File: src/design/dds_scope_pkg.sv
package dds_scope_pkg;

   ////////////////////////////////////////////////////////////////////////////
   // widths that carry a meaning
   ////////////////////////////////////////////////////////////////////////////

   typedef logic        [31:0] phase_t;      // accumulator and increment
   typedef logic signed [11:0] sample_t;     // two's complement waveform
   typedef logic        [4:0]  lfsr_t;
   typedef logic        [1:0]  wave_sel_t;
   typedef logic        [1:0]  mod_sel_t;
   typedef logic        [15:0] overrun_t;    // saturating
   typedef logic        [5:0]  axil_addr_t;
   typedef logic        [31:0] axil_data_t;
   typedef logic        [1:0]  axil_resp_t;

   // waveform codes
   localparam wave_sel_t WAVE_SQUARE   = 2'd0;
   localparam wave_sel_t WAVE_SAW      = 2'd1;
   localparam wave_sel_t WAVE_TRIANGLE = 2'd2;
   localparam wave_sel_t WAVE_SILENT   = 2'd3;

   // modulation codes, keyed by lfsr bit 0
   localparam mod_sel_t MOD_NONE = 2'd0;
   localparam mod_sel_t MOD_ASK  = 2'd1;
   localparam mod_sel_t MOD_FSK  = 2'd2;
   localparam mod_sel_t MOD_BPSK = 2'd3;

   localparam sample_t SAMPLE_MAX = 12'sh7ff;   // +2047
   localparam sample_t SAMPLE_MIN = 12'sh800;   // -2048

   ////////////////////////////////////////////////////////////////////////////
   // register map
   ////////////////////////////////////////////////////////////////////////////

   localparam axil_addr_t REG_WAVE      = 6'h00;
   localparam axil_addr_t REG_MOD       = 6'h04;
   localparam axil_addr_t REG_PHASE_INC = 6'h08;
   localparam axil_addr_t REG_FSK_INC   = 6'h0C;
   localparam axil_addr_t REG_LFSR      = 6'h10;   // read only
   localparam axil_addr_t REG_OVERRUN   = 6'h14;   // read only

   localparam axil_resp_t RESP_OKAY = 2'b00;

   // control word, 68 bits
   typedef struct packed {
      wave_sel_t wave_sel;
      mod_sel_t  mod_sel;
      phase_t    phase_inc;
      phase_t    fsk_inc;
   } dds_ctrl_t;

   // one scope capture, 29 bits
   typedef struct packed {
      sample_t raw;
      sample_t modulated;
      lfsr_t   lfsr;
   } scope_sample_t;

   typedef struct packed {
      logic       awvalid;
      axil_addr_t awaddr;
      logic       wvalid;
      axil_data_t wdata;
      logic       bready;
      logic       arvalid;
      axil_addr_t araddr;
      logic       rready;
   } axil_req_t;

   typedef struct packed {
      logic       awready;
      logic       wready;
      logic       bvalid;
      axil_resp_t bresp;
      logic       arready;
      logic       rvalid;
      axil_data_t rdata;
      axil_resp_t rresp;
   } axil_rsp_t;

endpackage
File: src/design/dds_scope_top.sv
module dds_scope_top
#(
   parameter int unsigned TICK_DIV   = 2_500_000,
   parameter int unsigned SAMPLE_DIV = 70_000
)
(
   input  logic                         CLK_25MHZ,
   input  logic                         reset_from_key,
   input  dds_scope_pkg::axil_req_t     axil_req,
   output dds_scope_pkg::axil_rsp_t     axil_rsp,
   output dds_scope_pkg::scope_sample_t sample,
   output logic                         sample_valid,
   input  logic                         sample_ready
);

   dds_scope_pkg::dds_ctrl_t ctrl;
   dds_scope_pkg::lfsr_t     lfsr;
   dds_scope_pkg::sample_t   raw;
   dds_scope_pkg::sample_t   modulated;
   dds_scope_pkg::overrun_t  overrun;

   ////////////////////////////////////////////////////////////////////////////
   // input side
   ////////////////////////////////////////////////////////////////////////////

   axil_ctrl_regs i_axil_ctrl_regs
   (
      .CLK_25MHZ      (CLK_25MHZ),
      .reset_from_key (reset_from_key),
      .axil_req       (axil_req),
      .axil_rsp       (axil_rsp),
      .ctrl           (ctrl),
      .lfsr           (lfsr),      // readback
      .overrun        (overrun)
   );

   ////////////////////////////////////////////////////////////////////////////
   // processing
   ////////////////////////////////////////////////////////////////////////////

   lfsr_ticker #(.TICK_DIV(TICK_DIV)) i_lfsr_ticker
   (
      .CLK_25MHZ      (CLK_25MHZ),
      .reset_from_key (reset_from_key),
      .lfsr           (lfsr)
   );

   signal_generator i_signal_generator
   (
      .CLK_25MHZ      (CLK_25MHZ),
      .reset_from_key (reset_from_key),
      .ctrl           (ctrl),
      .lfsr           (lfsr),
      .raw            (raw),
      .modulated      (modulated)
   );

   // output side
   scope_sampler #(.SAMPLE_DIV(SAMPLE_DIV)) i_scope_sampler
   (
      .CLK_25MHZ      (CLK_25MHZ),
      .reset_from_key (reset_from_key),
      .raw            (raw),
      .modulated      (modulated),
      .lfsr           (lfsr),
      .sample         (sample),
      .sample_valid   (sample_valid),
      .sample_ready   (sample_ready),
      .overrun        (overrun)
   );

endmodule

File: src/design/scope_sampler.sv
module scope_sampler
#(
   parameter int unsigned SAMPLE_DIV = 70_000
)
(
   input  logic                         CLK_25MHZ,
   input  logic                         reset_from_key,
   input  dds_scope_pkg::sample_t       raw,
   input  dds_scope_pkg::sample_t       modulated,
   input  dds_scope_pkg::lfsr_t         lfsr,
   output dds_scope_pkg::scope_sample_t sample,
   output logic                         sample_valid,
   input  logic                         sample_ready,
   output dds_scope_pkg::overrun_t      overrun
);

   localparam int CNT_W = (SAMPLE_DIV > 1) ? $clog2(SAMPLE_DIV) : 1;

   logic [CNT_W-1:0] cap_cnt;
   logic             capture;
   logic             stalled;   // sample held and not leaving this cycle

   assign capture = (cap_cnt == '0);
   assign stalled = sample_valid && !sample_ready;

   always_ff @(posedge CLK_25MHZ)
   begin
      if (reset_from_key || capture)
         cap_cnt <= CNT_W'(SAMPLE_DIV - 1);
      else
         cap_cnt <= cap_cnt - 1'b1;
   end

   always_ff @(posedge CLK_25MHZ)
   begin
      if (reset_from_key)
      begin
         sample_valid <= 1'b0;
         overrun      <= '0;
      end
      else if (capture && stalled)
      begin
         if (overrun != '1)
            overrun <= overrun + 1'b1;   // new capture dropped
      end
      else if (capture)
      begin
         sample_valid <= 1'b1;
      end
      else if (sample_valid && sample_ready)
      begin
         sample_valid <= 1'b0;
      end
   end

   // payload, all three fields from the same cycle
   always_ff @(posedge CLK_25MHZ)
   begin
      if (capture && !stalled)
         sample <= '{raw: raw, modulated: modulated, lfsr: lfsr};
   end

   a_hold_stable : assert property (@(posedge CLK_25MHZ) disable iff (reset_from_key)
      stalled |=> sample_valid && $stable(sample));

endmodule

File: src/design/signal_generator.sv
module signal_generator
(
   input  logic                     CLK_25MHZ,
   input  logic                     reset_from_key,
   input  dds_scope_pkg::dds_ctrl_t ctrl,
   input  dds_scope_pkg::lfsr_t     lfsr,
   output dds_scope_pkg::sample_t   raw,
   output dds_scope_pkg::sample_t   modulated
);

   dds_scope_pkg::phase_t  mod_inc;
   dds_scope_pkg::sample_t raw_wave;
   dds_scope_pkg::sample_t mod_wave;
   logic                   key;

   assign key = lfsr[0];

   // fsk shifts the second channel up while the key is one
   assign mod_inc = (ctrl.mod_sel == dds_scope_pkg::MOD_FSK && key) ?
                    ctrl.phase_inc + ctrl.fsk_inc : ctrl.phase_inc;

   dds_core i_raw_core
   (
      .CLK_25MHZ      (CLK_25MHZ),
      .reset_from_key (reset_from_key),
      .phase_inc      (ctrl.phase_inc),
      .wave_sel       (ctrl.wave_sel),
      .wave           (raw_wave)
   );

   dds_core i_mod_core
   (
      .CLK_25MHZ      (CLK_25MHZ),
      .reset_from_key (reset_from_key),
      .phase_inc      (mod_inc),
      .wave_sel       (ctrl.wave_sel),
      .wave           (mod_wave)
   );

   ////////////////////////////////////////////////////////////////////////////
   // keying stage, raw delayed alongside so both channels line up
   ////////////////////////////////////////////////////////////////////////////

   always_ff @(posedge CLK_25MHZ)
   begin
      raw <= raw_wave;
      case (ctrl.mod_sel)
         dds_scope_pkg::MOD_ASK:  modulated <= key ? mod_wave : '0;
         dds_scope_pkg::MOD_BPSK:
         begin
            if (key)
               modulated <= mod_wave;
            else if (mod_wave == dds_scope_pkg::SAMPLE_MIN)
               modulated <= dds_scope_pkg::SAMPLE_MAX;   // -(-2048) saturates
            else
               modulated <= -mod_wave;
         end
         default: modulated <= mod_wave;   // none and fsk pass through
      endcase
   end

endmodule

File: src/design/dds_core.sv
module dds_core
(
   input  logic                     CLK_25MHZ,
   input  logic                     reset_from_key,
   input  dds_scope_pkg::phase_t    phase_inc,
   input  dds_scope_pkg::wave_sel_t wave_sel,
   output dds_scope_pkg::sample_t   wave
);

   dds_scope_pkg::phase_t phase;
   logic [11:0]           p;        // top phase bits
   logic [10:0]           tri_idx;  // folded for the falling half

   always_ff @(posedge CLK_25MHZ)
   begin
      if (reset_from_key)
         phase <= '0;
      else
         phase <= phase + phase_inc;
   end

   assign p       = phase[31:20];
   assign tri_idx = p[11] ? ~p[10:0] : p[10:0];

   // one cycle behind the accumulator
   always_ff @(posedge CLK_25MHZ)
   begin
      case (wave_sel)
         dds_scope_pkg::WAVE_SQUARE:
         begin
            wave <= p[11] ? dds_scope_pkg::SAMPLE_MIN : dds_scope_pkg::SAMPLE_MAX;
         end
         dds_scope_pkg::WAVE_SAW:
         begin
            wave <= {~p[11], p[10:0]};   // offset binary to signed
         end
         dds_scope_pkg::WAVE_TRIANGLE:
         begin
            wave <= {~tri_idx[10], tri_idx[9:0], 1'b0};   // 2*idx - 2048
         end
         default:
         begin
            wave <= '0;   // silent
         end
      endcase
   end

endmodule

File: src/design/lfsr_ticker.sv
module lfsr_ticker
#(
   parameter int unsigned TICK_DIV = 2_500_000
)
(
   input  logic                 CLK_25MHZ,
   input  logic                 reset_from_key,
   output dds_scope_pkg::lfsr_t lfsr
);

   localparam int CNT_W = (TICK_DIV > 1) ? $clog2(TICK_DIV) : 1;

   logic [CNT_W-1:0] tick_cnt;
   logic             tick;

   assign tick = (tick_cnt == '0);

   // step divider, one tick per TICK_DIV cycles
   always_ff @(posedge CLK_25MHZ)
   begin
      if (reset_from_key)
         tick_cnt <= CNT_W'(TICK_DIV - 1);
      else if (tick)
         tick_cnt <= CNT_W'(TICK_DIV - 1);
      else
         tick_cnt <= tick_cnt - 1'b1;
   end

   // fibonacci form, taps 5 and 3, period 31
   always_ff @(posedge CLK_25MHZ)
   begin
      if (reset_from_key)
      begin
         lfsr <= 5'b00001;
      end
      else if (tick)
      begin
         lfsr <= {lfsr[3:0], lfsr[4] ^ lfsr[2]};
      end
   end

   a_lfsr_nonzero : assert property (@(posedge CLK_25MHZ) disable iff (reset_from_key)
      lfsr != '0);

endmodule

File: src/design/axil_ctrl_regs.sv
module axil_ctrl_regs
(
   input  logic                    CLK_25MHZ,
   input  logic                    reset_from_key,
   input  dds_scope_pkg::axil_req_t axil_req,
   output dds_scope_pkg::axil_rsp_t axil_rsp,
   output dds_scope_pkg::dds_ctrl_t ctrl,
   input  dds_scope_pkg::lfsr_t     lfsr,
   input  dds_scope_pkg::overrun_t  overrun
);

   typedef enum logic [1:0]
   {
      ST_IDLE,
      ST_WRESP,
      ST_RRESP
   } state_t;

   state_t                    state;
   logic                      wr_accept;
   logic                      rd_accept;
   dds_scope_pkg::axil_data_t rdata_next;
   dds_scope_pkg::axil_data_t rdata_q;

   // write needs address and data in the same cycle, and beats a read
   assign wr_accept = (state == ST_IDLE) && axil_req.awvalid && axil_req.wvalid;
   assign rd_accept = (state == ST_IDLE) && axil_req.arvalid && !wr_accept;

   always_comb
   begin
      axil_rsp.awready = (state == ST_IDLE);
      axil_rsp.wready  = (state == ST_IDLE);
      axil_rsp.arready = (state == ST_IDLE) && !(axil_req.awvalid && axil_req.wvalid);
      axil_rsp.bvalid  = (state == ST_WRESP);
      axil_rsp.bresp   = dds_scope_pkg::RESP_OKAY;
      axil_rsp.rvalid  = (state == ST_RRESP);
      axil_rsp.rdata   = rdata_q;
      axil_rsp.rresp   = dds_scope_pkg::RESP_OKAY;
   end

   // read mux, unmapped offsets give zero
   always_comb
   begin
      case (axil_req.araddr)
         dds_scope_pkg::REG_WAVE:      rdata_next = {30'd0, ctrl.wave_sel};
         dds_scope_pkg::REG_MOD:       rdata_next = {30'd0, ctrl.mod_sel};
         dds_scope_pkg::REG_PHASE_INC: rdata_next = ctrl.phase_inc;
         dds_scope_pkg::REG_FSK_INC:   rdata_next = ctrl.fsk_inc;
         dds_scope_pkg::REG_LFSR:      rdata_next = {27'd0, lfsr};
         dds_scope_pkg::REG_OVERRUN:   rdata_next = {16'd0, overrun};
         default:                      rdata_next = '0;
      endcase
   end

   ////////////////////////////////////////////////////////////////////////////
   // transaction FSM
   ////////////////////////////////////////////////////////////////////////////

   always_ff @(posedge CLK_25MHZ)
   begin
      if (reset_from_key)
      begin
         state <= ST_IDLE;
      end
      else
      begin
         case (state)
            ST_IDLE:
            begin
               if (wr_accept)
                  state <= ST_WRESP;
               else if (rd_accept)
                  state <= ST_RRESP;
            end
            ST_WRESP: if (axil_req.bready) state <= ST_IDLE;
            ST_RRESP: if (axil_req.rready) state <= ST_IDLE;
            default:  state <= ST_IDLE;
         endcase
      end
   end

   // control fields change on the accepting edge
   always_ff @(posedge CLK_25MHZ)
   begin
      if (reset_from_key)
      begin
         ctrl <= '0;
      end
      else if (wr_accept)
      begin
         case (axil_req.awaddr)
            dds_scope_pkg::REG_WAVE:      ctrl.wave_sel  <= axil_req.wdata[1:0];
            dds_scope_pkg::REG_MOD:       ctrl.mod_sel   <= axil_req.wdata[1:0];
            dds_scope_pkg::REG_PHASE_INC: ctrl.phase_inc <= axil_req.wdata;
            dds_scope_pkg::REG_FSK_INC:   ctrl.fsk_inc   <= axil_req.wdata;
            default:                      ;   // status and holes
         endcase
      end
   end

   always_ff @(posedge CLK_25MHZ)
   begin
      if (rd_accept)
         rdata_q <= rdata_next;
   end

   a_one_response : assert property (@(posedge CLK_25MHZ) disable iff (reset_from_key)
      !(axil_rsp.bvalid && axil_rsp.rvalid));

   a_bvalid_hold : assert property (@(posedge CLK_25MHZ) disable iff (reset_from_key)
      axil_rsp.bvalid && !axil_req.bready |=> axil_rsp.bvalid);

endmodule

File: config.mk
export PLATFORM = sky130hd
export DESIGN_NAME = dds_scope_top
export DESIGN_NICKNAME = d
export VERILOG_FILES = /design/src/design/dds_scope_pkg.sv /design/src/design/dds_scope_top.sv /design/src/design/scope_sampler.sv /design/src/design/signal_generator.sv /design/src/design/dds_core.sv /design/src/design/lfsr_ticker.sv /design/src/design/axil_ctrl_regs.sv
export SDC_FILE = /design/constraint.sdc
export NUM_CORES = 1
export LEC_CHECK = 0
export BUFFER_PORTS_ARGS = -buffer_cell sky130_fd_sc_hd__buf_2
export CAP_MARGIN = 30
export CORE_ASPECT_RATIO = 1.1
export CORE_MARGIN = 1.5
export CORE_UTILIZATION = 50
export DETAILED_ROUTE_END_ITERATION = 12
export MAX_ROUTING_LAYER = met4
export PLACE_DENSITY = 0.7
export SYNTH_ARGS = -nofsm -noshare
export SYNTH_HDL_FRONTEND = slang
export SYNTH_HIERARCHICAL = 1
export SYNTH_SLANG_ARGS = --single-unit
File: constraint.sdc
create_clock -name CLK_25MHZ -period 5 [get_ports CLK_25MHZ]
set_clock_uncertainty 0.05 [all_clocks]
set_input_delay 0.25 -clock CLK_25MHZ [delete_from_list [all_inputs] [get_ports CLK_25MHZ]]
set_output_delay 0.25 -clock CLK_25MHZ [all_outputs]
set_load 0.05 [all_outputs]
Word level (Yosys, flattened, before mapping). Cells that the tools add are included.

Flip-flop bits (word level): 304. Bits of input ports: 52. Output and inout port bits: 71. Logic and storage cells: 105.

Add/subtract/negate cells: 7. Eq/ne operators: 20. Multiplexer cells: 19. Bitwise logic cells: 8. Reduce and logical (&&, ||, !) cells: 31.

Operator list (number): 32-bit one-hot mux with 6 select lines (1); 32-bit adder (3); 12-bit one-hot mux with 3 select lines (2); 12-bit two-way mux (5); 32-bit two-way mux (1); 6-bit by 4-bit equality test with 1-bit output, second input constant (4); 12-bit one-hot mux with 2 select lines (1); 22-bit zero test (1); 11-bit two-way mux (2); 11-bit NOT (2); 22-bit by 1-bit subtractor with 22-bit output, second input constant (1); 17-bit zero test (1); 17-bit by 1-bit subtractor with 17-bit output, second input constant (1); 16-bit by 1-bit adder with 16-bit output, second input constant (1); 16-bit != test, second input constant (1); 12-bit equality test, second input constant (1); 6-bit by 3-bit equality test with 1-bit output, second input constant (2); 6-bit by 5-bit equality test with 1-bit output, second input constant (2); 6-bit zero test (2); 12-bit negator (1); 2-bit AND reduction (6); 1-bit logical AND (11); 2-bit equality test, second input constant (4); 2-bit two-way mux (4); 13 further kinds (25).

Logic depth before layout (Yosys ltp). Gate-level depths: netlist of the first run.

Depth after elaboration: 8. Gate-level depth with buffers: 18.

Hierarchy. Netlist of the first run, hierarchy kept.

Modules (own cells, without submodules): dds_core (times used 2, cells each 384, area an instance 3183.1 µm², sequential area each 880.8 µm²); axil_ctrl_regs (times used 1, cells each 438, area an instance 4068.9 µm², sequential area each 2362.3 µm²); signal_generator (times used 1, cells each 426, area an instance 3047.9 µm², sequential area each 480.5 µm²); scope_sampler (times used 1, cells each 216, area an instance 2488.6 µm², sequential area each 1551.5 µm²); lfsr_ticker (times used 1, cells each 134, area an instance 1255.0 µm², sequential area each 540.5 µm²).

Worst setup path after synthesis of the first run. No wires, ideal clock.

Path kind: register to register. Start point: reg i_axil_ctrl_regs/ctrl[32] (netlist name). End point: reg i_signal_generator.i_mod_core.phase[27]. Data arrival time: 3912 ps. Data required time: 4829 ps. Setup slack: 917 ps. Stages on the path, launching flop included: 18. Path buffers: 1. Clock period less this slack: 4083 ps. Cell sequence: dfxtp_1 ha_1 fa_1 a21o_1 a221oi_2 or2_4 a211oi_4 o21a_1 or3_1 a31o_1 ha_1 buf_2 nand3_1 nand2_1 a221oi_1 a21boi_2 o21ba_1 mux2_4.

Cells in the longest elaborated chain, start to end: 3.

RTL lines: 32-bit adder (RTL line signal_generator.sv:20) `ctrl.phase_inc + ctrl.fsk_inc : ctrl.phase_inc;`; 32-bit two-way mux (RTL line signal_generator.sv:19) `assign mod_inc = (ctrl.mod_sel == dds_scope_pkg::MOD_FSK && key) ?`; net i_signal_generator.mod_inc[20] (RTL line signal_generator.sv:11) `dds_scope_pkg::phase_t mod_inc;`; 32-bit adder (RTL line dds_core.sv:19) `phase <= phase + phase_inc;`; to (signal assigned) (RTL line dds_core.sv:19); to (decl) (RTL line dds_core.sv:10) `dds_scope_pkg::phase_t phase;`.

The timed path passes the listed nets, and every way through them passes these cells. A chain may end at the register's enable or synchronous reset.

Worst setup path after layout of the first run.
Start point: reg i_axil_ctrl_regs/ctrl[32] (netlist name). End point: reg i_signal_generator.i_mod_core.phase[25].

Cells in the longest elaborated chain, start to end: 3.

RTL lines (RTL line): 32-bit adder (signal_generator.sv:20); 32-bit two-way mux (signal_generator.sv:19); net i_signal_generator.mod_inc[20] (signal_generator.sv:11); 32-bit adder (dds_core.sv:19).

The timed path passes the listed nets, and every way through them passes these cells.

==> results of run 1 <==
## cells in the mapped netlist, types with 18 or more instances
cell	instances
clkbuf_1	64
o21a_1	18
inv_1	27
xor2_1	51
xnor2_1	54
mux2_2	24
ha_1	97
nand4_1	36
o22ai_1	22
nor2b_1	26
o21ai_0	88
nand2_1	317
buf_2	26
a21oi_1	209
a21o_1	23
nor2_1	149
o21ai_1	20
edfxtp_1	61
dfxtp_1	243
nor3_1	49
nand3_1	46
## kinds of logic (layout without fill, tap and decap cells)
group / Yosys count / in the layout
AND/OR/NAND/NOR: 752 / 752
buffers and inverters: 135 / 262
AO/OA/AOI/OAI: 545 / 545
multiplexers: 40 / 40
flip-flops: 304 / 304
XOR/XNOR: 105 / 105
adder cells (fa/ha/maj): 100 / 100
other: 1 / 4
## power groups by stage
stage | clock [mW] | combinational [mW] | sequential, mW
after floorplan | 0 | 0.0878 | 2.64
after global placement | 0 | 0.208 | 2.59
after detailed placement | 0 | 0.210 | 2.59
after CTS | 2.64 | 0.231 | 2.54
after global routing | 2.74 | 0.245 | 2.54
final | 2.59 | 0.232 | 2.54
## worst max-delay path: cells and delay by family, from the launching register on
family                     cells  cell delay (ps)
and+or+nand+nor                4             1040
DFF                            1              350
muxes                          1              320
AOI/OAI and AO/OA              7             1680
adders and majority gates      3             1080
## routing by layer
metal,vias to the layer above,global-route usage [%]
met1,7095,32.11
met5,-,-
met3,112,3.319
met4,0,10.99
met2,445,47.29
li1,7384,-
## state kept, by name (all words and copies together), names as in the netlist
name	cells
i_axil_ctrl_regs/state	2
i_signal_generator/modulated	12
i_scope_sampler/overrun	16
i_scope_sampler/sample	29
i_lfsr_ticker/tick_cnt	22
i_signal_generator/i_mod_core/wave	12
i_signal_generator/i_raw_core/wave	12
i_signal_generator/raw	12
i_signal_generator/i_mod_core/phase	32
i_signal_generator/i_raw_core/phase	32
i_lfsr_ticker/lfsr	5
i_scope_sampler/cap_cnt	17
i_axil_ctrl_regs/ctrl	68
i_axil_ctrl_regs/rdata_q	32
i_scope_sampler/sample_valid	1
## stage by stage
stage          total power, mW  instances  hold WS (ps)  setup WS (ps)
6_report                 5.364       2550         17.94          332.7
5_1_grt                  5.526       2550         44.88          153.2
4_1_cts                  5.409       2549        0.5143          417.7
3_5_place_dp             2.800       2452         262.1          446.7
3_3_place_gp             2.797       2452         260.6          523.2
2_1_floorplan            2.730       1985         259.6          916.7
## layout make-up
type	instances	area, sq um	share of cell area (%)
multi-input cells	1546	9956	50.82
inverters	27	101.3	0.5174
flip-flops and latches	304	6696	34.18
well taps	438	548.0	2.798
clock inverters	17	198.9	1.016
repair buffers	172	1109	5.659
clock buffers	46	979.7	5.001
## final timing paths
kind                                                                      endpoint  depth (start not counted)
worst min-delay path                        i_axil_ctrl_regs/state[1]$_SDFFE_PP0P_                          4
worst max register to register  i_signal_generator/i_mod_core/phase[25]$_SDFF_PP0_                         15
worst min register to register                  i_signal_generator/raw[11]$_DFF_P_                          0
worst max-delay path            i_signal_generator/i_mod_core/phase[25]$_SDFF_PP0_                         15
## repair_timing
item                                   4_1_cts  5_1_grt
endpoints found under the hold margin       70        0
setup buffers                                0        0
hold buffers                                34        0
==> flow_summary.json, run 1 <==
{
  "die_w_um": 180.0,
  "cts.clk_slew.worst_paths_ps": 70,
  "synthCells": 1982,
  "synthXorXnorAreaFrac_pct": 5.338,
  "final_common_cell": "nand2_1",
  "hold_violations": 0,
  "gp_congestion": 0.9985,
  "status": "finished clean",
  "die_h_um": 197.7,
  "fmax_mhz": 214.3,
  "antenna_found_initial": 0,
  "clock_sinks": 304,
  "worstMarginPinSlew_ps": 908.0,
  "syn2layout_area_growth_pct": 13.71,
  "min_from": "axil_req[7]",
  "wl_um": 47520,
  "met3_length_um": 2219,
  "postSynthAreaPerCell_sq_um": 8.691,
  "dp_hpwl_um": 35010,
  "initial_core_util_pct": 50.63,
  "startpoint_type": "flip-flop",
  "layout_common_cells": "nand2_1 (317), dfxtp_1 (243), a21oi_1 (209), nor2_1 (148), buf_2 (117)",
  "p_sw_share_pct": 22.79,
  "power.internal_mw": 4.141,
  "p_seq_share_pct": 47.3,
  "viasPerCell": 5.896,
  "r2r-start": "i_axil_ctrl_regs/ctrl[32]$_SDFFE_PP0P_",
  "post_route_cells_drive_above_1_share_pct": 13.83,
  "critPathCaptureType": "flip-flop",
  "clk_latency_ps": 540,
  "ys.flop_type": "dfxtp_1",
  "routed.top_layer": "met4",
  "synth_area_leader_cell": "dfxtp_1",
  "crit_arrival_ps": 5030,
  "met2WireLength_um": 23070,
  "synth_seq_area_share_pct": 38.87,
  "synth_top_area_share_pct": 28.24,
  "cellLeakagePower_nw": 7.497,
  "cp_slowest_cell": "ha_1",
  "finalCritPeriodShare_pct": 93.35,
  "synth_compound_area_share_pct": 20.71,
  "path_class": "flip-flop to flip-flop",
  "final_area_sq_um": 19590,
  "wire_per_inst_um": 18.63,
  "p_sw_mw": 1.222,
  "nFillCells": 3056,
  "firstDrtPassIters": 5,
  "muxShareOfSynthArea_pct": 2.702,
  "critPathLaunch": "i_axil_ctrl_regs/ctrl[32]$_SDFFE_PP0P_",
  "placed_area_sq_um": 18050,
  "drt_iter0_drc": 963,
  "cellPowerDensity_nw_per_um2": 273.8,
  "crit_path_max_fanout": 9,
  "p_clk_share_pct": 48.4,
  "coreArea_sq_um": 34020,
  "synth_edf_count": 61,
  "period_needed_ps": 4667,
  "ys_ff_latch": 304,
  "grt-ovfl-total": 0,
  "ir_drop_mv": 0.2608,
  "drv_slew": 0,
  "path_cells": "ha_1, fa_1, a21o_1, a221oi_2, or2_4, a211oi_4, o21a_1, or3_1, a31o_1, ha_1, nand4_1, o221ai_1, nor3b_1, a211oi_2, mux2_1",
  "yosys-top-cells-area": "dfxtp_1 (28%), edfxtp_1 (11%), ha_1 (7.0%)",
  "cp_common_cell": "ha_1",
  "vias": 15040,
  "rsz0062_at_grt": "no",
  "ctsLongestPathBuffers": 3,
  "synthAdderAreaFrac_pct": 7.394,
  "yosysUniqueCellTypes": 103,
  "cts_resized": 0,
  "cts_tree": "built",
  "relSlewSlack_pct": 39.38,
  "setup_viol": 0,
  "async_flop_share_pct": 0,
  "grt_max_degree": 116,
  "cts_root_buf": "clkbuf_16",
  "nets": 2238,
  "dieArea_sq_um": 35580,
  "drcViolationCount": 0,
  "ant_nets": 0,
  "hold_path_class": "input pin to flip-flop",
  "numCtsBuffers": 35,
  "io_buffers": 118,
  "cp.required_ps": 5360,
  "track_usage_pct": 27.25,
  "num_rows": 71,
  "drt-met1-wl_um": 20270,
  "synth_warnings": 6,
  "max-cap-violations": 0,
  "synth_top_family_by_area": "simple AND/OR/NAND/NOR gates",
  "setup_tns_ps": 0,
  "synthSimpleGateAreaFrac_pct": 21.43,
  "cts_max_level": 2,
  "utilization_pct": 57.57,
  "grt_pass1_wl_um": 75840,
  "diodes": 0,
  "io_pins": 123,
  "p_comb_share_pct": 4.3,
  "worst_path_largest_cell_delay_ps": 440,
  "ff2ff_setup_slack_ps": 330,
  "grt_pass1_vias": 14500,
  "netlist_area_sq_um": 17230
}
No activity file was read; power rests on OpenSTA's default activity.
==> inputs of run 2 (changes only) <==
--- a/config.mk
+++ b/config.mk
@@ -11,8 +11,8 @@
 export CORE_MARGIN = 1.5
 export CORE_UTILIZATION = 50
 export DETAILED_ROUTE_END_ITERATION = 12
-export MAX_ROUTING_LAYER = met4
-export PLACE_DENSITY = 0.7
+export GPL_ROUTABILITY_DRIVEN = 0
+export PLACE_DENSITY_LB_ADDON = 0.15
 export SYNTH_ARGS = -nofsm -noshare
 export SYNTH_HDL_FRONTEND = slang
 export SYNTH_HIERARCHICAL = 1
==> flow_summary.json, run 2 (synthesis results as in run 1) <==
{
  "dieArea_sq_um": 35580,
  "ant_nets": 0,
  "max-cap-violations": 0,
  "drcViolationCount": 0,
  "dp_hpwl_um": 34590,
  "post_route_cells_drive_above_1_share_pct": 13.78,
  "final_common_cell": "nand2_1",
  "status": "finished clean",
  "cp_slowest_cell": "nor4_1",
  "hold_path_class": "input pin to flip-flop",
  "viasPerCell": 5.899,
  "worstMarginPinSlew_ps": 864.9,
  "vias": 15000,
  "r2r-end": "i_signal_generator/i_mod_core/phase[27]$_SDFF_PP0_",
  "largest_register_ffs": 68,
  "drt_iter0_drc": 1116,
  "p_sw_share_pct": 23.22,
  "coreArea_sq_um": 34020,
  "ir_drop_mv": 0.2212,
  "die_h_um": 197.7,
  "p_clk_share_pct": 46.1,
  "p_sw_mw": 1.192,
  "syn2layout_area_growth_pct": 12.91,
  "top_register": "i_axil_ctrl_regs/ctrl",
  "cts.clk_slew.worst_paths_ps": 60,
  "cp.required_ps": 5350,
  "layout_common_cells": "nand2_1 (317), dfxtp_1 (243), a21oi_1 (209), nor2_1 (148), buf_2 (117)",
  "final_area_sq_um": 19450,
  "diodes": 0,
  "holdPathStages": 4,
  "period_needed_ps": 4679,
  "nFillCells": 3094,
  "grt-ovfl-total": 0,
  "reg2regPathDepth": 15,
  "fmax_mhz": 213.7,
  "worstHoldEndpoint": "i_axil_ctrl_regs/state[1]$_SDFFE_PP0P_",
  "io_buffers": 118,
  "numCtsBuffers": 34,
  "hold_violations": 0,
  "p_seq_share_pct": 49.4,
  "worst_path_largest_cell_delay_ps": 560,
  "cpLargestDelayFamily": "compound AO/OA/AOI/OAI gates",
  "power.internal_mw": 3.940,
  "cp_common_cell": "ha_1",
  "firstDrtPassIters": 5,
  "die_w_um": 180.0,
  "cts_root_buf": "clkbuf_16",
  "cts_resized": 0,
  "placed_area_sq_um": 18040,
  "crit_arrival_ps": 5030,
  "critPathCaptureType": "flip-flop",
  "ff2ff_setup_slack_ps": 320,
  "grt_max_degree": 102,
  "relSlewSlack_pct": 42.26,
  "wl_um": 46690,
  "path_cells": "ha_1, fa_1, a21o_1, a221oi_2, o311ai_0, o21ai_2, o31a_1, xnor2_1, o21ai_0, ha_1, nand2_1, nor4_1, a21boi_2, o21ba_1, mux2_4",
  "startpoint_type": "flip-flop",
  "cellPowerDensity_nw_per_um2": 263.8,
  "grt_pass1_vias": 14020,
  "num_rows": 71,
  "postCtsSetupBuffers": 0,
  "ctsLongestPathBuffers": 3,
  "cellLeakagePower_nw": 7.436,
  "drv_slew": 0,
  "grt_pass1_wl_um": 73830,
  "min_from": "axil_req[7]",
  "nets": 2234,
  "initial_core_util_pct": 50.63,
  "clock_sinks": 304,
  "rsz0062_at_grt": "no",
  "finalCritPeriodShare_pct": 93.59,
  "wire_per_inst_um": 18.36,
  "ctsHoldBuffers": 34,
  "p_comb_share_pct": 4.5,
  "clk_latency_ps": 530,
  "track_usage_pct": 25.68,
  "cts_max_level": 2,
  "setup_tns_ps": 0,
  "setup_viol": 0,
  "cts_tree": "built",
  "crit_path_max_fanout": 10,
  "io_pins": 123,
  "r2r-start": "i_axil_ctrl_regs/ctrl[32]$_SDFFE_PP0P_",
  "crit_buf_inv": 0,
  "path_class": "flip-flop to flip-flop",
  "antenna_found_initial": 0
}
==> run 2: changes by cell type in the layout (fill, tap and decap cells not counted), moves of 2 or more <==
cell / before / now
clkbuf_8: 2 / 4
clkinv_2: 0 / 6
clkinv_1: 5 / 2
clkbuf_16: 37 / 35
buf_4: 19 / 15
bufinv_16: 3 / 0
clkbuf_1: 7 / 5
==> run 2: metrics by stage <==
step	hold WS (ps)	total power, mW	setup WS [ps]	instances	utilization [%]
after detailed placement	262.1	2.799	465.7	2449	53.02
after global placement	261.4	2.795	511.9	2448	52.96
after floorplan	259.6	2.730	916.7	1985	-
after global routing	75.62	5.308	82.96	2543	57.17
after CTS	28.98	5.205	414.0	2542	57.14
final	50.66	5.132	320.5	2543	57.17
==> run 2: layer usage <==
metal  track usage [%]  vias up  share of wire, %
li1                  -     7375                 -
met1             32.95     7080                44
met2             44.03      467                48
met3             3.319       79               5.3
met4             9.815        0               3.2
met5                 0        -                 0
==> run 2: worst reg2reg max path, stage by stage, from the launching register on <==
cell      delay, ps
dfxtp_1         350
ha_1            240
fa_1            430
a21o_1          230
a221oi_2        440
o311ai_0        220
o21ai_2         320
o31a_1          180
xnor2_1         110
o21ai_0          90
ha_1            500
nand2_1         160
nor4_1          560
a21boi_2        140
o21ba_1         230
mux2_4          290
==> run 2: layout make-up <==
class                   instances  area, sq um  area share, %
clock inverters                15        110.1         0.5661
flip-flops and latches        304         6696          34.43
repair buffers                169         1090          5.603
multi-input cells            1546         9956          51.18
inverters                      27        101.3         0.5210
well taps                     438        548.0          2.817
clock buffers                  44        949.7          4.882
==> run 2: power by group through the flow <==
stage	clock network [mW]	registers (mW)	logic [mW]
after floorplan	0	2.64	0.0878
after global placement	0	2.59	0.208
after detailed placement	0	2.59	0.211
after global routing	2.52	2.54	0.247
final	2.36	2.53	0.232
after CTS	2.44	2.53	0.233
==> run 2: worst max-delay path by stage <==
stage                                           start                                            endpoint  slack [ps]  cells after the start
5_1_grt        i_axil_ctrl_regs/ctrl[32]$_SDFFE_PP0P_  i_signal_generator/i_mod_core/phase[27]$_SDFF_PP0_          80                     15
3_5_place_dp   i_axil_ctrl_regs/ctrl[32]$_SDFFE_PP0P_  i_signal_generator/i_mod_core/phase[27]$_SDFF_PP0_         470                     15
2_1_floorplan  i_axil_ctrl_regs/ctrl[32]$_SDFFE_PP0P_  i_signal_generator/i_mod_core/phase[27]$_SDFF_PP0_         920                     17
6_report       i_axil_ctrl_regs/ctrl[32]$_SDFFE_PP0P_  i_signal_generator/i_mod_core/phase[27]$_SDFF_PP0_         320                     15
3_3_place_gp   i_axil_ctrl_regs/ctrl[32]$_SDFFE_PP0P_  i_signal_generator/i_mod_core/phase[27]$_SDFF_PP0_         510                     16
4_1_cts        i_axil_ctrl_regs/ctrl[32]$_SDFFE_PP0P_  i_signal_generator/i_mod_core/phase[27]$_SDFF_PP0_         410                     15
==> inputs of run 3 (changes only) <==
--- a/config.mk
+++ b/config.mk
@@ -12,6 +12,7 @@
 export CORE_UTILIZATION = 50
 export DETAILED_ROUTE_END_ITERATION = 12
 export GPL_ROUTABILITY_DRIVEN = 0
+export MAX_ROUTING_LAYER = met4
 export PLACE_DENSITY_LB_ADDON = 0.15
 export SYNTH_ARGS = -nofsm -noshare
 export SYNTH_HDL_FRONTEND = slang
==> constraint.sdc (replaced) <==
create_clock -name CLK_25MHZ -period 4.88 [get_ports CLK_25MHZ]
set_clock_uncertainty 0.05 [all_clocks]
set_input_delay 0.244 -clock CLK_25MHZ [delete_from_list [all_inputs] [get_ports CLK_25MHZ]]
set_output_delay 0.244 -clock CLK_25MHZ [all_outputs]
set_load 0.05 [all_outputs]
==> flow_summary.json, run 3 (synthesis results as in run 1) <==
{
  "crit_arrival_ps": 4870,
  "ant_nets": 0,
  "final_common_cell": "nand2_1",
  "grt_max_degree": 94,
  "placed_area_sq_um": 18070,
  "cellPowerDensity_nw_per_um2": 285.2,
  "firstDrtPassIters": 5,
  "layout_common_cells": "nand2_1 (317), dfxtp_1 (243), a21oi_1 (209), nor2_1 (148), buf_2 (117)",
  "cellLeakagePower_nw": 7.521,
  "viasPerCell": 5.881,
  "dieArea_sq_um": 35580,
  "startpoint_type": "flip-flop",
  "max-cap-violations": 0,
  "largest_register_ffs": 68,
  "nets": 2238,
  "numCtsBuffers": 35,
  "die_w_um": 180.0,
  "grt-ovfl-total": 0,
  "nFillCells": 3067,
  "io_pins": 123,
  "die_h_um": 197.7,
  "period_needed_ps": 4503,
  "cts_tree": "built",
  "status": "finished clean",
  "clk_latency_ps": 540,
  "clock_sinks": 304,
  "cts_max_level": 2,
  "drv_slew": 0,
  "crit_path_max_fanout": 9,
  "placedCellCount": 2453,
  "cp.required_ps": 5250,
  "relSlewSlack_pct": 39.42,
  "ir_drop_mv": 0.3457,
  "finalCritPeriodShare_pct": 92.28,
  "dp_hpwl_um": 34780,
  "hold_violations": 0,
  "top_register": "i_axil_ctrl_regs/ctrl",
  "path_class": "flip-flop to flip-flop",
  "setup_viol": 0,
  "ctsLongestPathBuffers": 3,
  "setup_tns_ps": 0,
  "postCtsSetupBuffers": 0,
  "post_route_cells_drive_above_1_share_pct": 13.82,
  "diodes": 0,
  "syn2layout_area_growth_pct": 14.04,
  "io_buffers": 118,
  "grt_pass1_wl_um": 76270,
  "rsz0062_at_grt": "no",
  "drcViolationCount": 0,
  "drt_iter0_drc": 1017,
  "cts_root_buf": "clkbuf_16",
  "coreArea_sq_um": 34020,
  "wire_per_inst_um": 18.43,
  "wl_um": 47020,
  "critPathCaptureType": "flip-flop",
  "hold_path_class": "input pin to flip-flop",
  "antenna_found_initial": 0,
  "track_usage_pct": 27.34,
  "fmax_mhz": 222.1,
  "cts.clk_slew.worst_paths_ps": 60,
  "grt_pass1_vias": 14290,
  "final_area_sq_um": 19650,
  "initial_core_util_pct": 50.63,
  "vias": 15000,
  "instances_no_fill": 2551,
  "worstMarginPinSlew_ps": 908.7,
  "num_rows": 71
}
-- run 3: cell types whose count changed in the layout (fill, tap and decap cells not counted), moves of 2 or more --
cell       previous run  this run
bufinv_16             0         5
clkbuf_16            35        37
clkinv_2              6         1
inv_6                 0         2
clkinv_4              2         0
clkbuf_1              5        12
buf_4                15        18
-- run 3: critical path, stage by stage, from the launching register on --
cell      delay, ps
dfxtp_1         340
ha_1            230
fa_1            420
a21o_1          240
a221oi_4        360
or2_4           220
a211oi_4         80
o21a_1          200
or3_1           300
a31o_1          220
ha_1            410
nand3_1         130
nand2_1          60
a221oi_1        400
a21boi_2        260
o21ba_1         180
mux2_4          290
-- run 3: final timing paths --
check,to,cells past startpoint,slack (ps),start
setup / recovery,i_signal_generator/i_mod_core/phase[27]$_SDFF_PP0_,16,380,i_axil_ctrl_regs/ctrl[32]$_SDFFE_PP0P_
hold / removal,i_axil_ctrl_regs/state[1]$_SDFFE_PP0P_,4,20,axil_req[7]
setup reg to reg,i_signal_generator/i_mod_core/phase[27]$_SDFF_PP0_,16,380,i_axil_ctrl_regs/ctrl[32]$_SDFFE_PP0P_
hold reg to reg,i_signal_generator/raw[7]$_DFF_P_,0,280,i_signal_generator/i_raw_core/wave[7]$_DFF_P_
-- run 3: cell type report --
type	instances	area (sq um)	share of cell area [%]
Clock inverter	12	207.7	1.057
Sequential cell	304	6696	34.09
Timing Repair Buffer	172	1112	5.662
Tap cell	438	548.0	2.790
Inverter	27	101.3	0.5159
Clock buffer	52	1012	5.153
Multi-Input combinational cell	1546	9967	50.74
-- run 3: per-stage QoR --
stage          utilization, %  total power [mW]  hold slack (ps)  setup slack [ps]
5_1_grt                 57.74             5.783            27.89             83.70
3_3_place_gp            53.03             2.864            262.3             410.9
3_5_place_dp            53.12             2.867            262.1             355.2
2_1_floorplan               -             2.797            259.6             796.7
4_1_cts                 57.71             5.667            6.587             314.9
6_report                57.74             5.604            19.47             376.8
-- run 3: what timing repair did --
item / 4_1_cts / 5_1_grt
hold buffers: 34 / 0
endpoints found under the setup margin: 0 / 2
hold endpoints to repair: 70 / 0
resized for setup: 0 / 1
-- run 3: power by group --
| part | internal, mW | switching [mW] |
|---|---|---|
| Clock | 1.71 | 1.06 |
| Combinational | 0.0695 | 0.167 |
| Sequential | 2.58 | 0.0139 |
| Total | 4.37 | 1.24 |
-- run 3: layer usage --
metal,vias to the layer above,GRT usage (%),wire [um]
met2,452,44.26,21840
li1,7398,-,-
met3,105,3.687,2551
met4,0,12.01,1924
met1,7047,34.25,20700
met5,-,-,0
